<file path="src/nic_defines.svh">
// ==============================
// Packet ring sizing
// Node count, packet age limit and per-node store depth
// ==============================

`ifndef NIC_DEFINES_SVH
`define NIC_DEFINES_SVH

// Processing nodes in the ring, ids 1 up to this value
// The 4-bit id field allows at most 14 nodes
`define RING_NODES 3

// Ager passes after which a packet is removed from the ring
`define AGE_MAX 6

// Words in each node store
`define MEM_WORDS 16

`endif

</file>
<file path="src/nic_pkg.sv">
// ==============================
// Packet ring types
// Opcodes, slot formats and node control encodings
// ==============================

package nic_pkg;

  // Opcode carried in every packet slot
  // PT_NULL must stay zero so that a cleared slot reads as empty
  typedef enum logic [2:0] {
    PT_NULL  = 3'd0,
    PT_WRITE = 3'd1,
    PT_READ  = 3'd2,
    PT_ACK   = 3'd3,
    PT_RDATA = 3'd4
  } pkt_type_e;

  // One packet slot, 51 bits
  typedef struct packed {
    pkt_type_e   typ;
    logic [3:0]  did;
    logic [3:0]  sid;
    logic [3:0]  age;
    logic [3:0]  addr;
    logic [31:0] data;
  } Packet;

  // One interrupt slot, empty while valid is low
  typedef struct packed {
    logic       valid;
    logic [3:0] sid;
  } IPacket;

  // Node controller states
  typedef enum logic [1:0] {ST_IDLE, ST_EXEC, ST_SEND} node_state_e;

  // What a node loads into its packet register
  typedef enum logic [1:0] {SEL_PASS, SEL_EMPTY, SEL_REPLY} slot_sel_e;

endpackage

</file>
<file path="src/mem_if.sv">
// ==============================
// Node store bus
// Write port and combinational read between controller and store
// ==============================

`timescale 1ns/10ps
`include "nic_defines.svh"

interface mem_if;

  logic                           we;
  logic [$clog2(`MEM_WORDS)-1:0]  addr;
  logic [31:0]                    wdata;
  logic [31:0]                    rdata;

  // The controller owns address and write data
  modport ctrl (output we, output addr, output wdata, input rdata);
  // The store only returns the addressed word
  modport mem (input we, input addr, input wdata, output rdata);

endinterface

</file>
<file path="src/node_mem.sv">
// ==============================
// Node word store
// 16 x 32 register file, clocked write and combinational read
// ==============================

`timescale 1ns/10ps
`include "nic_defines.svh"

module node_mem (
  input  logic clk_i,
  mem_if.mem   mem
);

  // Storage array
  logic [31:0] store_q [`MEM_WORDS];

  // Write lands at the end of the cycle in which the command is consumed
  always_ff @(posedge clk_i) begin
    if (mem.we) begin
      store_q[mem.addr] <= mem.wdata;
    end
  end

  // Read is asynchronous so the controller can latch the word
  // in the same cycle as it takes the command off the ring
  assign mem.rdata = store_q[mem.addr];

endmodule

</file>
<file path="src/node_ctrl.sv">
// ==============================
// Node controller
// Takes commands off the ring, runs them and queues the reply and interrupt
// ==============================

`timescale 1ns/10ps
`include "nic_defines.svh"

module node_ctrl (
  input  logic               clk_i,
  input  logic               rst_n_i,
  input  logic [3:0]         node_id_i,
  input  nic_pkg::Packet     packet_i,
  input  logic               slot_free_i,
  input  logic               islot_free_i,
  output nic_pkg::slot_sel_e sel_o,
  output nic_pkg::Packet     reply_o,
  output nic_pkg::IPacket    irq_o,
  mem_if.ctrl                mem
);

  import nic_pkg::*;

  node_state_e state_q;
  node_state_e state_d;
  logic        hit;
  logic        consume;
  logic        irq_pend_q;
  // Command fields kept for the reply
  logic        is_read_q;
  logic [3:0]  src_q;
  logic [3:0]  addr_q;
  logic [31:0] data_q;
  Packet       reply_q;

  // ==============================
  // Command decode
  // ==============================

  // A command addressed to this node
  assign hit = (packet_i.did == node_id_i) &&
               (packet_i.typ == PT_WRITE || packet_i.typ == PT_READ);
  // Only an idle node may take a command and otherwise it passes by
  assign consume = (state_q == ST_IDLE) && hit;

  // The store sees the passing packet and writes only when it is consumed
  assign mem.we    = consume && (packet_i.typ == PT_WRITE);
  assign mem.addr  = packet_i.addr;
  assign mem.wdata = packet_i.data;

  // ==============================
  // State machine
  // ==============================
  always_comb begin
    state_d = state_q;
    sel_o   = SEL_PASS;
    case (state_q)
      ST_IDLE: begin
        if (consume) begin
          sel_o   = SEL_EMPTY;
          state_d = ST_EXEC;
        end
      end
      // Reply is assembled during this state
      ST_EXEC: state_d = ST_SEND;
      ST_SEND: begin
        // Wait here for the first empty packet slot
        if (slot_free_i) begin
          sel_o   = SEL_REPLY;
          state_d = ST_IDLE;
        end
      end
      default: state_d = ST_IDLE;
    endcase
  end

  always_ff @(posedge clk_i) begin
    if (!rst_n_i) begin
      state_q    <= ST_IDLE;
      irq_pend_q <= 1'b0;
    end else begin
      state_q <= state_d;
      // Writing the last word signals the host and a new one wins over insertion
      if (mem.we && packet_i.addr == 4'(`MEM_WORDS - 1)) begin
        irq_pend_q <= 1'b1;
      end else if (irq_o.valid) begin
        irq_pend_q <= 1'b0;
      end
    end
  end

  // Command fields and read data are captured at consume
  always_ff @(posedge clk_i) begin
    if (consume) begin
      is_read_q <= (packet_i.typ == PT_READ);
      src_q     <= packet_i.sid;
      addr_q    <= packet_i.addr;
      data_q    <= (packet_i.typ == PT_READ) ? mem.rdata : packet_i.data;
    end
    if (state_q == ST_EXEC) begin
      if (is_read_q) begin
        reply_q.typ <= PT_RDATA;
      end else begin
        reply_q.typ <= PT_ACK;
      end
      reply_q.did  <= src_q;
      reply_q.sid  <= node_id_i;
      reply_q.age  <= 4'd0;
      reply_q.addr <= addr_q;
      reply_q.data <= data_q;
    end
  end

  assign reply_o = reply_q;

  // Interrupt goes out on any empty interrupt slot and apart from the packet path
  assign irq_o.valid = irq_pend_q && islot_free_i;
  assign irq_o.sid   = node_id_i;

  // ==============================
  // Checks
  // ==============================

  // ST_SEND is left only after a built reply took a slot that arrived empty
  a_send_exit: assert property (@(posedge clk_i) disable iff (!rst_n_i)
    (state_q == ST_SEND) ##1 (state_q == ST_IDLE) |->
      $past(packet_i.typ == PT_NULL) && $past(sel_o == SEL_REPLY) &&
      $past(reply_o.typ == PT_ACK || reply_o.typ == PT_RDATA));

  // A command that meets a busy node passes on untouched and writes nothing
  a_consume_idle: assert property (@(posedge clk_i) disable iff (!rst_n_i)
    (hit && state_q != ST_IDLE) |-> (sel_o == SEL_PASS) && !mem.we);

endmodule

</file>
<file path="src/pnode.sv">
// ==============================
// Ring node
// Slot registers around one controller and its word store
// ==============================

`timescale 1ns/10ps

module pnode (
  input  logic [3:0]      node_id_i,
  input  logic            clk_i,
  input  logic            rst_n_i,
  input  nic_pkg::Packet  packet_i,
  output nic_pkg::Packet  packet_o,
  input  nic_pkg::IPacket ipacket_i,
  output nic_pkg::IPacket ipacket_o
);

  import nic_pkg::*;

  mem_if     mem_bus ();
  slot_sel_e sel;
  Packet     reply;
  IPacket    irq;
  logic      slot_free;
  logic      islot_free;
  Packet     packet_q;
  IPacket    ipacket_q;

  // Slot occupancy as seen at this node
  assign slot_free  = (packet_i.typ == PT_NULL);
  assign islot_free = !ipacket_i.valid;

  node_ctrl u_node_ctrl (
    .clk_i        (clk_i),
    .rst_n_i      (rst_n_i),
    .node_id_i    (node_id_i),
    .packet_i     (packet_i),
    .slot_free_i  (slot_free),
    .islot_free_i (islot_free),
    .sel_o        (sel),
    .reply_o      (reply),
    .irq_o        (irq),
    .mem          (mem_bus)
  );

  node_mem u_node_mem (
    .clk_i (clk_i),
    .mem   (mem_bus)
  );

  // One register stage per slot, the controller picks the packet source
  always_ff @(posedge clk_i) begin
    if (!rst_n_i) begin
      packet_q  <= '0;
      ipacket_q <= '0;
    end else begin
      case (sel)
        SEL_EMPTY: packet_q <= '0;
        SEL_REPLY: packet_q <= reply;
        default:   packet_q <= packet_i;
      endcase
      // Interrupt is only offered while the incoming slot is empty
      if (irq.valid) begin
        ipacket_q <= irq;
      end else begin
        ipacket_q <= ipacket_i;
      end
    end
  end

  assign packet_o  = packet_q;
  assign ipacket_o = ipacket_q;

endmodule

</file>
<file path="src/nic_ager.sv">
// ==============================
// Ring ager
// Counts passes per packet and removes stale ones
// ==============================

`timescale 1ns/10ps
`include "nic_defines.svh"

module nic_ager (
  input  logic            clk_i,
  input  logic            rst_n_i,
  input  nic_pkg::Packet  packet_i,
  output nic_pkg::Packet  packet_o,
  input  nic_pkg::IPacket ipacket_i,
  output nic_pkg::IPacket ipacket_o,
  output logic            drop_o
);

  import nic_pkg::*;

  logic [3:0] age_next;
  logic       expire;
  Packet      aged;
  Packet      packet_q;
  IPacket     ipacket_q;
  logic       drop_q;

  // Empty slots are not aged, they keep age zero
  assign age_next = packet_i.age + 4'd1;
  assign expire   = (packet_i.typ != PT_NULL) && (age_next >= 4'(`AGE_MAX));

  always_comb begin
    aged = packet_i;
    if (packet_i.typ != PT_NULL) begin
      aged.age = age_next;
    end
  end

  always_ff @(posedge clk_i) begin
    if (!rst_n_i) begin
      packet_q  <= '0;
      ipacket_q <= '0;
      drop_q    <= 1'b0;
    end else begin
      if (expire) begin
        packet_q <= '0;
      end else begin
        packet_q <= aged;
      end
      // Interrupts never age, they just pass one stage
      ipacket_q <= ipacket_i;
      drop_q    <= expire;
    end
  end

  assign packet_o  = packet_q;
  assign ipacket_o = ipacket_q;
  assign drop_o    = drop_q;

  // No packet leaving the ager is older than the limit
  a_age_bound: assert property (@(posedge clk_i) disable iff (!rst_n_i)
    packet_o.age <= 4'(`AGE_MAX));

endmodule

</file>
<file path="src/node_ring.sv">
// ==============================
// Node chain
// Processing nodes in series, closed by the ager stage
// ==============================

`timescale 1ns/10ps
`include "nic_defines.svh"

module node_ring (
  input  logic            clk_i,
  input  logic            rst_n_i,
  input  nic_pkg::Packet  packet_i,
  output nic_pkg::Packet  packet_o,
  input  nic_pkg::IPacket ipacket_i,
  output nic_pkg::IPacket ipacket_o,
  output logic            drop_o
);

  import nic_pkg::*;

  // Entry k feeds node k+1, the last entry feeds the ager
  Packet  pkt_chain  [`RING_NODES + 1];
  IPacket ipkt_chain [`RING_NODES + 1];

  // Node ids are 4 bits and 15 is kept free
  if (`RING_NODES > 14) begin : g_size_check
    $error("Ring holds more nodes than the id field allows");
  end

  assign pkt_chain[0]  = packet_i;
  assign ipkt_chain[0] = ipacket_i;

  for (genvar g = 0; g < `RING_NODES; g++) begin : g_node
    // Ids start at 1 since the host is node 0
    pnode u_pnode (
      .node_id_i (4'(g + 1)),
      .clk_i     (clk_i),
      .rst_n_i   (rst_n_i),
      .packet_i  (pkt_chain[g]),
      .packet_o  (pkt_chain[g + 1]),
      .ipacket_i (ipkt_chain[g]),
      .ipacket_o (ipkt_chain[g + 1])
    );
  end

  nic_ager u_nic_ager (
    .clk_i     (clk_i),
    .rst_n_i   (rst_n_i),
    .packet_i  (pkt_chain[`RING_NODES]),
    .packet_o  (packet_o),
    .ipacket_i (ipkt_chain[`RING_NODES]),
    .ipacket_o (ipacket_o),
    .drop_o    (drop_o)
  );

endmodule

</file>
<file path="src/host_nic.sv">
// ==============================
// Host network interface
// Wishbone slave that sends commands and collects replies and interrupts
// ==============================

`timescale 1ns/10ps

module host_nic (
  input  logic            clk_i,
  input  logic            rst_n_i,
  input  logic            wb_cyc_i,
  input  logic            wb_stb_i,
  input  logic            wb_we_i,
  input  logic [2:0]      wb_adr_i,
  input  logic [31:0]     wb_dat_i,
  output logic [31:0]     wb_dat_o,
  output logic            wb_ack_o,
  output logic            irq_o,
  output nic_pkg::Packet  packet_o,
  input  nic_pkg::Packet  packet_i,
  output nic_pkg::IPacket ipacket_o,
  input  nic_pkg::IPacket ipacket_i,
  input  logic            drop_i
);

  import nic_pkg::*;

  // Register word addresses
  localparam logic [2:0] REG_TX_CMD     = 3'd0;
  localparam logic [2:0] REG_TX_DATA    = 3'd1;
  localparam logic [2:0] REG_RX_DATA    = 3'd2;
  localparam logic [2:0] REG_RX_STATUS  = 3'd3;
  localparam logic [2:0] REG_DROP_COUNT = 3'd4;
  localparam logic [2:0] REG_IRQ_STATUS = 3'd5;

  logic        req;
  logic        cmd_wr;
  logic        simple_ack;
  logic        rd_req;
  logic        rx_take;
  logic        insert;
  logic        ack_q;
  logic [31:0] tx_data_q;
  logic        rx_valid_q;
  pkt_type_e   rx_typ_q;
  logic [3:0]  rx_sid_q;
  logic [3:0]  rx_addr_q;
  logic [31:0] rx_data_q;
  logic        irq_pend_q;
  logic [3:0]  irq_sid_q;
  logic [15:0] drop_cnt_q;
  logic [31:0] rd_data;
  logic [31:0] dat_q;
  Packet       cmd_pkt;
  Packet       packet_q;
  IPacket      ipacket_q;

  // ==============================
  // Bus decode
  // ==============================

  // Open cycle that has not been acknowledged yet
  assign req        = wb_cyc_i && wb_stb_i && !ack_q;
  assign cmd_wr     = req && wb_we_i && (wb_adr_i == REG_TX_CMD);
  // Everything but a command write finishes in one cycle
  assign simple_ack = req && !(wb_we_i && (wb_adr_i == REG_TX_CMD));
  assign rd_req     = simple_ack && !wb_we_i;

  // A reply for the host is taken only into an empty receive register
  assign rx_take = !rx_valid_q && (packet_i.did == 4'd0) &&
                   (packet_i.typ == PT_ACK || packet_i.typ == PT_RDATA);
  // The pending command enters an empty slot or one freed by a capture
  assign insert  = cmd_wr && ((packet_i.typ == PT_NULL) || rx_take);

  // Command built from the held bus word and the data register
  always_comb begin
    cmd_pkt      = '0;
    cmd_pkt.typ  = pkt_type_e'(wb_dat_i[6:4]);
    cmd_pkt.did  = wb_dat_i[3:0];
    cmd_pkt.addr = wb_dat_i[11:8];
    cmd_pkt.data = tx_data_q;
  end

  always_comb begin
    rd_data = '0;
    case (wb_adr_i)
      REG_RX_DATA:    rd_data = rx_data_q;
      REG_RX_STATUS:  rd_data = {20'd0, rx_addr_q, rx_sid_q, rx_typ_q, rx_valid_q};
      REG_DROP_COUNT: rd_data = {16'd0, drop_cnt_q};
      REG_IRQ_STATUS: rd_data = {24'd0, irq_sid_q, 3'd0, irq_pend_q};
      default:        rd_data = '0;
    endcase
  end

  // ==============================
  // State and slot registers
  // ==============================
  always_ff @(posedge clk_i) begin
    if (!rst_n_i) begin
      ack_q      <= 1'b0;
      rx_valid_q <= 1'b0;
      rx_typ_q   <= PT_NULL;
      rx_sid_q   <= 4'd0;
      rx_addr_q  <= 4'd0;
      rx_data_q  <= '0;
      irq_pend_q <= 1'b0;
      irq_sid_q  <= 4'd0;
      drop_cnt_q <= '0;
      packet_q   <= '0;
      ipacket_q  <= '0;
    end else begin
      ack_q <= simple_ack || insert;
      if (rx_take) begin
        rx_valid_q <= 1'b1;
        rx_typ_q   <= packet_i.typ;
        rx_sid_q   <= packet_i.sid;
        rx_addr_q  <= packet_i.addr;
        rx_data_q  <= packet_i.data;
      end else if (rd_req && wb_adr_i == REG_RX_DATA) begin
        rx_valid_q <= 1'b0;
      end
      // A fresh interrupt wins over a status read in the same cycle
      if (ipacket_i.valid) begin
        irq_pend_q <= 1'b1;
        irq_sid_q  <= ipacket_i.sid;
      end else if (rd_req && wb_adr_i == REG_IRQ_STATUS) begin
        irq_pend_q <= 1'b0;
      end
      if (drop_i) begin
        drop_cnt_q <= drop_cnt_q + 16'd1;
      end
      if (insert) begin
        packet_q <= cmd_pkt;
      end else if (rx_take) begin
        packet_q <= '0;
      end else begin
        packet_q <= packet_i;
      end
      // Every interrupt packet ends at the host
      if (ipacket_i.valid) begin
        ipacket_q <= '0;
      end else begin
        ipacket_q <= ipacket_i;
      end
    end
  end

  always_ff @(posedge clk_i) begin
    if (req && wb_we_i && wb_adr_i == REG_TX_DATA) begin
      tx_data_q <= wb_dat_i;
    end
    if (rd_req) begin
      dat_q <= rd_data;
    end
  end

  assign wb_ack_o  = ack_q;
  assign wb_dat_o  = dat_q;
  assign irq_o     = irq_pend_q;
  assign packet_o  = packet_q;
  assign ipacket_o = ipacket_q;

  // Each ack closes its cycle, the master must drop stb before the next one
  a_ack_single: assert property (@(posedge clk_i) disable iff (!rst_n_i)
    wb_ack_o |=> !wb_ack_o);

endmodule

</file>
<file path="src/ring_top.sv">
// ==============================
// Packet ring top level
// Host interface joined to the closed node ring
// ==============================

`timescale 1ns/10ps

module ring_top (
  input  logic        clk_i,
  input  logic        rst_n_i,
  input  logic        wb_cyc_i,
  input  logic        wb_stb_i,
  input  logic        wb_we_i,
  input  logic [2:0]  wb_adr_i,
  input  logic [31:0] wb_dat_i,
  output logic [31:0] wb_dat_o,
  output logic        wb_ack_o,
  output logic        irq_o
);

  import nic_pkg::*;

  // Host to ring and ring back to host
  Packet  host_pkt;
  Packet  ring_pkt;
  IPacket host_ipkt;
  IPacket ring_ipkt;
  logic   drop;

  host_nic u_host_nic (
    .clk_i     (clk_i),
    .rst_n_i   (rst_n_i),
    .wb_cyc_i  (wb_cyc_i),
    .wb_stb_i  (wb_stb_i),
    .wb_we_i   (wb_we_i),
    .wb_adr_i  (wb_adr_i),
    .wb_dat_i  (wb_dat_i),
    .wb_dat_o  (wb_dat_o),
    .wb_ack_o  (wb_ack_o),
    .irq_o     (irq_o),
    .packet_o  (host_pkt),
    .packet_i  (ring_pkt),
    .ipacket_o (host_ipkt),
    .ipacket_i (ring_ipkt),
    .drop_i    (drop)
  );

  node_ring u_node_ring (
    .clk_i     (clk_i),
    .rst_n_i   (rst_n_i),
    .packet_i  (host_pkt),
    .packet_o  (ring_pkt),
    .ipacket_i (host_ipkt),
    .ipacket_o (ring_ipkt),
    .drop_o    (drop)
  );

endmodule

</file>
<file path="config.mk">
export PLATFORM = sky130hd
export DESIGN_NAME = ring_top
export DESIGN_NICKNAME = d
export VERILOG_FILES = /design/src/nic_pkg.sv /design/src/mem_if.sv /design/src/node_mem.sv /design/src/node_ctrl.sv /design/src/pnode.sv /design/src/nic_ager.sv /design/src/node_ring.sv /design/src/host_nic.sv /design/src/ring_top.sv
export VERILOG_INCLUDE_DIRS = /design/src /design/src/src
export SDC_FILE = /design/constraint.sdc
export NUM_CORES = 2
export LEC_CHECK = 0
export ABC_AREA = 1
export BUFFER_PORTS_ARGS = -buffer_cell sky130_fd_sc_hd__buf_2
export CAP_MARGIN = 15
export CORE_ASPECT_RATIO = 0.75
export CORE_MARGIN = 2
export CORE_UTILIZATION = 50
export CTS_BUF_LIST = sky130_fd_sc_hd__clkbuf_4 sky130_fd_sc_hd__clkbuf_8
export CTS_CLUSTER_DIAMETER = 120
export DETAILED_ROUTE_END_ITERATION = 10
export PLACE_DENSITY_LB_ADDON = 0.05
export SLEW_MARGIN = 25
export SYNTH_ARGS = -nofsm -noshare
export SYNTH_HDL_FRONTEND = slang
export SYNTH_SLANG_ARGS = --single-unit
</file>
<file path="constraint.sdc">
create_clock -name clk_i -period 11.15 [get_ports clk_i]
set_input_delay 1.115 -clock clk_i [delete_from_list [all_inputs] [get_ports clk_i]]
set_output_delay 1.115 -clock clk_i [all_outputs]
set_load 0.005 [all_outputs]
</file>
# Yosys cells after proc, flatten, opt, wreduce, memory -nomap -nowiden
# Memory sizes are Yosys's and may differ from the RTL's. A register that Yosys moved wholly into a read port is not among the register bits.
# Index checks and enable logic that the tools add are counted.
[word_totals]
regBits = 576
ramBits = 1536
output_inout_bits = 34
memories = 3
[op_classes]
n_addsub = 2
order_cmp = 1
eq_ne = 37
n_mux = 47
bitwise_logic = 1
n_reduce_logical = 66
[mem_list]
columns = ["name", "depth", "width", "read_ports", "rd_ports_with_merged_regs", "write_ports", "line_no", "text"]
rows = [
  ["u_node_ring.g_node[0].u_pnode.u_node_mem.store_q", 16, 32, 1, 1, 1, "node_mem.sv:15", "logic [31:0] store_q [`MEM_WORDS];"],
  ["u_node_ring.g_node[1].u_pnode.u_node_mem.store_q", 16, 32, 1, 1, 1, "node_mem.sv:15", ""],
  ["u_node_ring.g_node[2].u_pnode.u_node_mem.store_q", 16, 32, 1, 1, 1, "node_mem.sv:15", ""],
]
[op_table]
columns = ["cell", "n"]
rows = [
  ["51-bit one-hot mux with 2 select lines", 3],
  ["32-bit one-hot mux with 4 select lines", 1],
  ["51-bit two-way mux", 2],
  ["1-bit logical AND", 29],
  ["1-bit two-way mux", 19],
  ["3-bit by 2-bit equality test with 1-bit output, second input constant", 6],
  ["2-bit two-way mux", 9],
  ["2-bit one-hot mux with 3 select lines", 3],
  ["16-bit by 1-bit adder with 16-bit output, second input constant", 1],
  ["3-bit logical NOT", 5],
  ["5-bit two-way mux", 3],
  ["2-bit by 1-bit equality test with 1-bit output, second input constant", 6],
  ["2-bit equality test, second input constant", 6],
  ["3-bit by 1-bit equality test with 1-bit output, second input constant", 4],
  ["4-bit equality test, second input constant", 3],
  ["2-bit one-hot mux with 2 select lines", 3],
  ["2-bit nonzero test", 5],
  ["2-bit OR reduction", 5],
  ["3-bit equality test, second input constant", 3],
  ["3-bit two-way mux", 3],
  ["4-bit by 2-bit equality test with 1-bit output, second input constant", 2],
  ["1-bit logical NOT", 7],
  ["2-bit logical NOT", 3],
  ["1-bit logical OR", 6],
  ["other kinds (11)", 17],
]

# Longest topological paths before layout
[logic_depth]
depth_word = 8
ltp_mapped = 12

# Modules after synthesis
# A second synthesis with hierarchy kept.
[unflattened]
hier_cells = 9274
hier_area_um2 = 92050.8
[modules_own_cells]
columns = ["module", "n_inst", "cells_each", "area_each_um2"]
rows = [
  ["node_mem", 3, 2081, 21573.2],
  ["node_ctrl", 3, 291, 3627.2],
  ["host_nic", 1, 901, 7513.5],
  ["pnode", 3, 352, 2379.8],
  ["nic_ager", 1, 199, 1789.2],
  ["node_ring", 1, 2, 7.5],
]

# Worst setup path after synthesis
# Ideal clock, no wire load.
[synth_timing]
path_type = "input port to flip-flop"
from = "input port wb_cyc_i"
to = "register u_host_nic.tx_data_q[0] (enable)"
setup_time_ps = 505
t_arrival_ps = 4462
required_ps = 10645
path_slack_ps = 6183
cell_stages = 4
path_buffers = 0
cell_sequence = "nand2_1 > nor2_1 > nand2_1 > nor4_1"
[synth_between]
elab_chain_len = 4
[synth_rtl]
columns = ["element", "line_no", "text"]
rows = [
  ["start, declared", "ring_top.sv:11", "input logic wb_cyc_i,"],
  ["1-bit logical AND (2 in a row)", "host_nic.sv:63", "assign req = wb_cyc_i && wb_stb_i && !ack_q;"],
  ["1-bit logical AND (2 in a row)", "host_nic.sv:149", "if (req && wb_we_i && wb_adr_i == REG_TX_DATA) begin"],
  ["end signal, assigned", "host_nic.sv:150", "tx_data_q <= wb_dat_i;"],
  ["end, declared", "host_nic.sv:43", "logic [31:0] tx_data_q;"],
]
# No other way between the ends.
# A chain may end at the register's enable or synchronous reset.

# Worst setup path after layout
[layout_timing]
from = "register u_node_ring.g_node[0].u_pnode.packet_q (netlist bit u_node_ring.g_node[0].u_pnode.packet_o[32])"
to = "memory u_node_ring.g_node[1].u_pnode.u_node_mem.store_q[6][11] (enable)"
[layout_rtl]
columns = ["element", "line_no", "text"]
rows = [
  ["start, declared", "pnode.sv:26", "Packet packet_q;"],
  ["start signal, assigned", "pnode.sv:59", "SEL_REPLY: packet_q <= reply;"],
  ["start signal, assigned", "pnode.sv:60", "default: packet_q <= packet_i;"],
  ["end, declared", "node_mem.sv:15", ""],
]
# Straight into the memory's write port.

==> metrics.cfg <==
[outcome]
status = finished clean

[pwr]
p_leak_nw = 37.3
vdd_ir_drop_max_v = 0.000123
power.density_mw_per_mm2 = 164
combPwrFrac_pct = 0.6
seqPwrFrac_pct = 56.1
clock_power_share_pct = 43.3
p_int_mw = 12.5
switching_share_pct = 20.4
switchingPower_mw = 3.21

[drt]
dr_total_vias = 56200
viasPerCell = 5.33
drc = 0
dr.pass1.iters = 6
drtIter0Drc = 5866
post_drt_wl_per_cell_um = 22.5
wirelength_um = 237000
ant_nets = 0

[synthesis]
ys_warn_count = 0
synth_edf_count = 1849
synth-adder-area-share_pct = 0.0870
synthSimpleGateAreaFrac_pct = 21.9
yosys-top-cells-count = nand2_1, edfxtp_1, nand3_1
synth_top_area_cell = edfxtp_1
syn_avg_cell_area_um2 = 11.0
synth_compound_area_share_pct = 1.64
yosysTopAreaCellShare_pct = 64.3
muxShareOfSynthArea_pct = 0
ys_types = 39
synth_cells = 7881
yosys_register_bits = 2204
async_flop_share_pct = 0
ys.flop_type = edfxtp_1
synth.most_common_cell = nand2_1
synth_area_leaders = edfxtp_1, nand2_1, dfxtp_1
synth_nets = 7927
synth-xor-area-share_pct = 0.0304
synth-seq-area-share_pct = 72.6
syn-cell-area_mm2 = 0.0863
synth_top_family_by_area = simple AND/OR/NAND/NOR gates

[clock_network]
htree_num_levels = 5
clock-root-buffer = clkbuf_8
numCtsBuffers = 352
cts_resized = 0
cts_tree = built
insertion_delay_ps = 1030
postCtsSetupBuffers = 0
clockBufferDepth = 4
clkTransAtPathRegs_ps = 60
cts_sinks = 2204
hold_buffers = 0

[worst_setup_path]
path_cells = buf_12, inv_8, nand3_1, nor2_4, buf_4
slowest_stage = inv_8
critPathKind = register to register
cp_top_family = buffers and inverters
crit_arrival_ps = 4760
cp_max_fo = 147
required_ps = 11810
startpoint_type = register
slowest_delay_ps = 830
cp_num_buf_inv = 3
endpoint_kind = register

[sta]
relSlewSlack_pct = 26.2
rsz0062_at_grt = no
setup_tns_ps = 0
finalCritPeriodShare_pct = 36.7
final-setup-viol-count = 0
clock_skew_ps = 47.1
hold_violations = 0
worst_pin_slew_ps = 1110
maxSlewViolCount = 0
finalCriticalPeriod_ps = 4100
fmax_mhz = 244

[floorplan]
initial_core_util_pct = 50.1
fp.dieH_um = 364
core_mm2 = 0.172
rows = 132
dieArea_mm2 = 0.176
ios = 74
die_x_um = 484

[global_route]
grt_overflow = 0
antenna_found_initial = 11
grtUsageTotal_pct = 26.7
grt_pass1_wl_um = 349000
grt_pass1_vias = 53400
grt_start_max_net_pins = 192

[layout]
utilization_pct = 55.7
drive_gt1_share_pct = 11.0
areaGrowthSynthToFinish_pct = 11.1
final_nets = 8053

[min_path]
min_path_type = input port to register

[job]
cap_violations = 0

[placement]
dp_hpwl_um = 130000
io_buffer_count = 73
place_congestion = 0.820

kinds of logic after synthesis:
group / after synthesis
adder cells (fa/ha/maj): 6
buffers and inverters: 761
AO/OA/AOI/OAI: 265
AND/OR/NAND/NOR: 4642
flip-flops: 2204
XOR/XNOR: 3
metal layers:
metal	vias to the layer above	GRT usage, %	share of wire [%]
met1	27200	40.6	47
met4	0	8.02	2.6
met2	2108	38.4	42
met3	403	5.72	8.6
met5	-	0	0
li1	26500	-	-
power by group through the flow:
| stage | Clock [mW] | Sequential (mW) | Combinational, mW |
|---|---|---|---|
| 2_1_floorplan | 0 | 8.99 | 0.0631 |
| 3_3_place_gp | 0 | 9.00 | 0.0973 |
| 3_5_place_dp | 0 | 9.00 | 0.0983 |
| 4_1_cts | 6.94 | 8.82 | 0.0987 |
| 5_1_grt | 7.29 | 8.82 | 0.109 |
| 6_report | 6.81 | 8.82 | 0.0983 |
area by class of cell:
type / instances / area (um^2)
diodes: 6 / 15.0
clock buffers: 511 / 6280
clock inverters: 96 / 529
fillers: 14800 / 76200
inverters: 348 / 1330
multi-input cells: 4916 / 20900
flip-flops and latches: 2204 / 62700
well taps: 2278 / 2850
repair buffers: 185 / 1320
registers in the layout, indices dropped and copies added (netlist names), 12 cells and up:
name,count
u_host_nic.tx_data_q,32
u_node_ring.g_node.u_pnode.packet_o,153
u_node_ring.g_node.u_pnode.u_node_ctrl.addr_q,12
u_host_nic.rx_data_q,32
u_host_nic.wb_dat_o,32
u_node_ring.g_node.u_pnode.u_node_mem.store_q,1536
u_node_ring.g_node.u_pnode.u_node_ctrl.src_q,12
u_host_nic.drop_cnt_q,16
u_node_ring.g_node.u_pnode.u_node_ctrl.reply_o,126
u_node_ring.u_nic_ager.packet_o,51
u_host_nic.packet_o,51
u_node_ring.g_node.u_pnode.u_node_ctrl.data_q,96
u_node_ring.g_node.u_pnode.ipacket_o,15
worst register-to-register path: cells and delay by family (launching register included):
family | cells | cell delay [ps]
buf+inv | 3 | 1880
flops | 1 | 460
simple gates | 2 | 1380
final timing paths:
path                                         startpoint  cells past startpoint  slack (ps)                        to
max          u_node_ring.g_node[0].u_pnode.packet_o[32]                      5        7050                  register
min reg2reg                                    register                      0         400                  register
min                                        wb_dat_i[14]                      1         280  u_host_nic.tx_data_q[14]
max reg2reg  u_node_ring.g_node[0].u_pnode.packet_o[32]                      5        7050                  register
metrics by stage:
stage          total power, mW  instance area, um^2  cells  setup WS, ps  hold WS (ps)
2_1_floorplan             9.06                86300   7881          6180           390
3_3_place_gp              9.10                88900   9928          7180           400
3_5_place_dp              9.10                89000   9930          7270           400
4_1_cts                   15.9                95800  10500          7410           192
5_1_grt                   16.2                95900  10500          7170           213
6_report                  15.7                95900  10500          7050           276
layout by cell type, fill, tap and decap left out, types with 6 or more instances in the layout:
master | synthesis | layout
edfxtp_1 | 1849 | 1849
nor3_1 | 13 | 12
clkbuf_4 | 0 | 121
a21oi_1 | 58 | 58
dfxtp_2 | 0 | 14
buf_4 | 35 | 105
nor2_2 | 33 | 33
dfxtp_1 | 355 | 335
dfxtp_4 | 0 | 6
inv_1 | 336 | 334
clkinv_1 | 4 | 61
and2_4 | 33 | 33
nand3b_1 | 38 | 38
buf_2 | 178 | 72
diode_2 | 0 | 6
clkinv_2 | 0 | 28
o21ai_0 | 159 | 159
nor2_1 | 528 | 467
o211ai_1 | 10 | 10
nand3_1 | 561 | 561
nand2_1 | 3316 | 3313
clkbuf_8 | 0 | 391
nor2_4 | 3 | 64
nand4_1 | 103 | 103
o22ai_1 | 29 | 29
(Power assumes the default switching activity.)
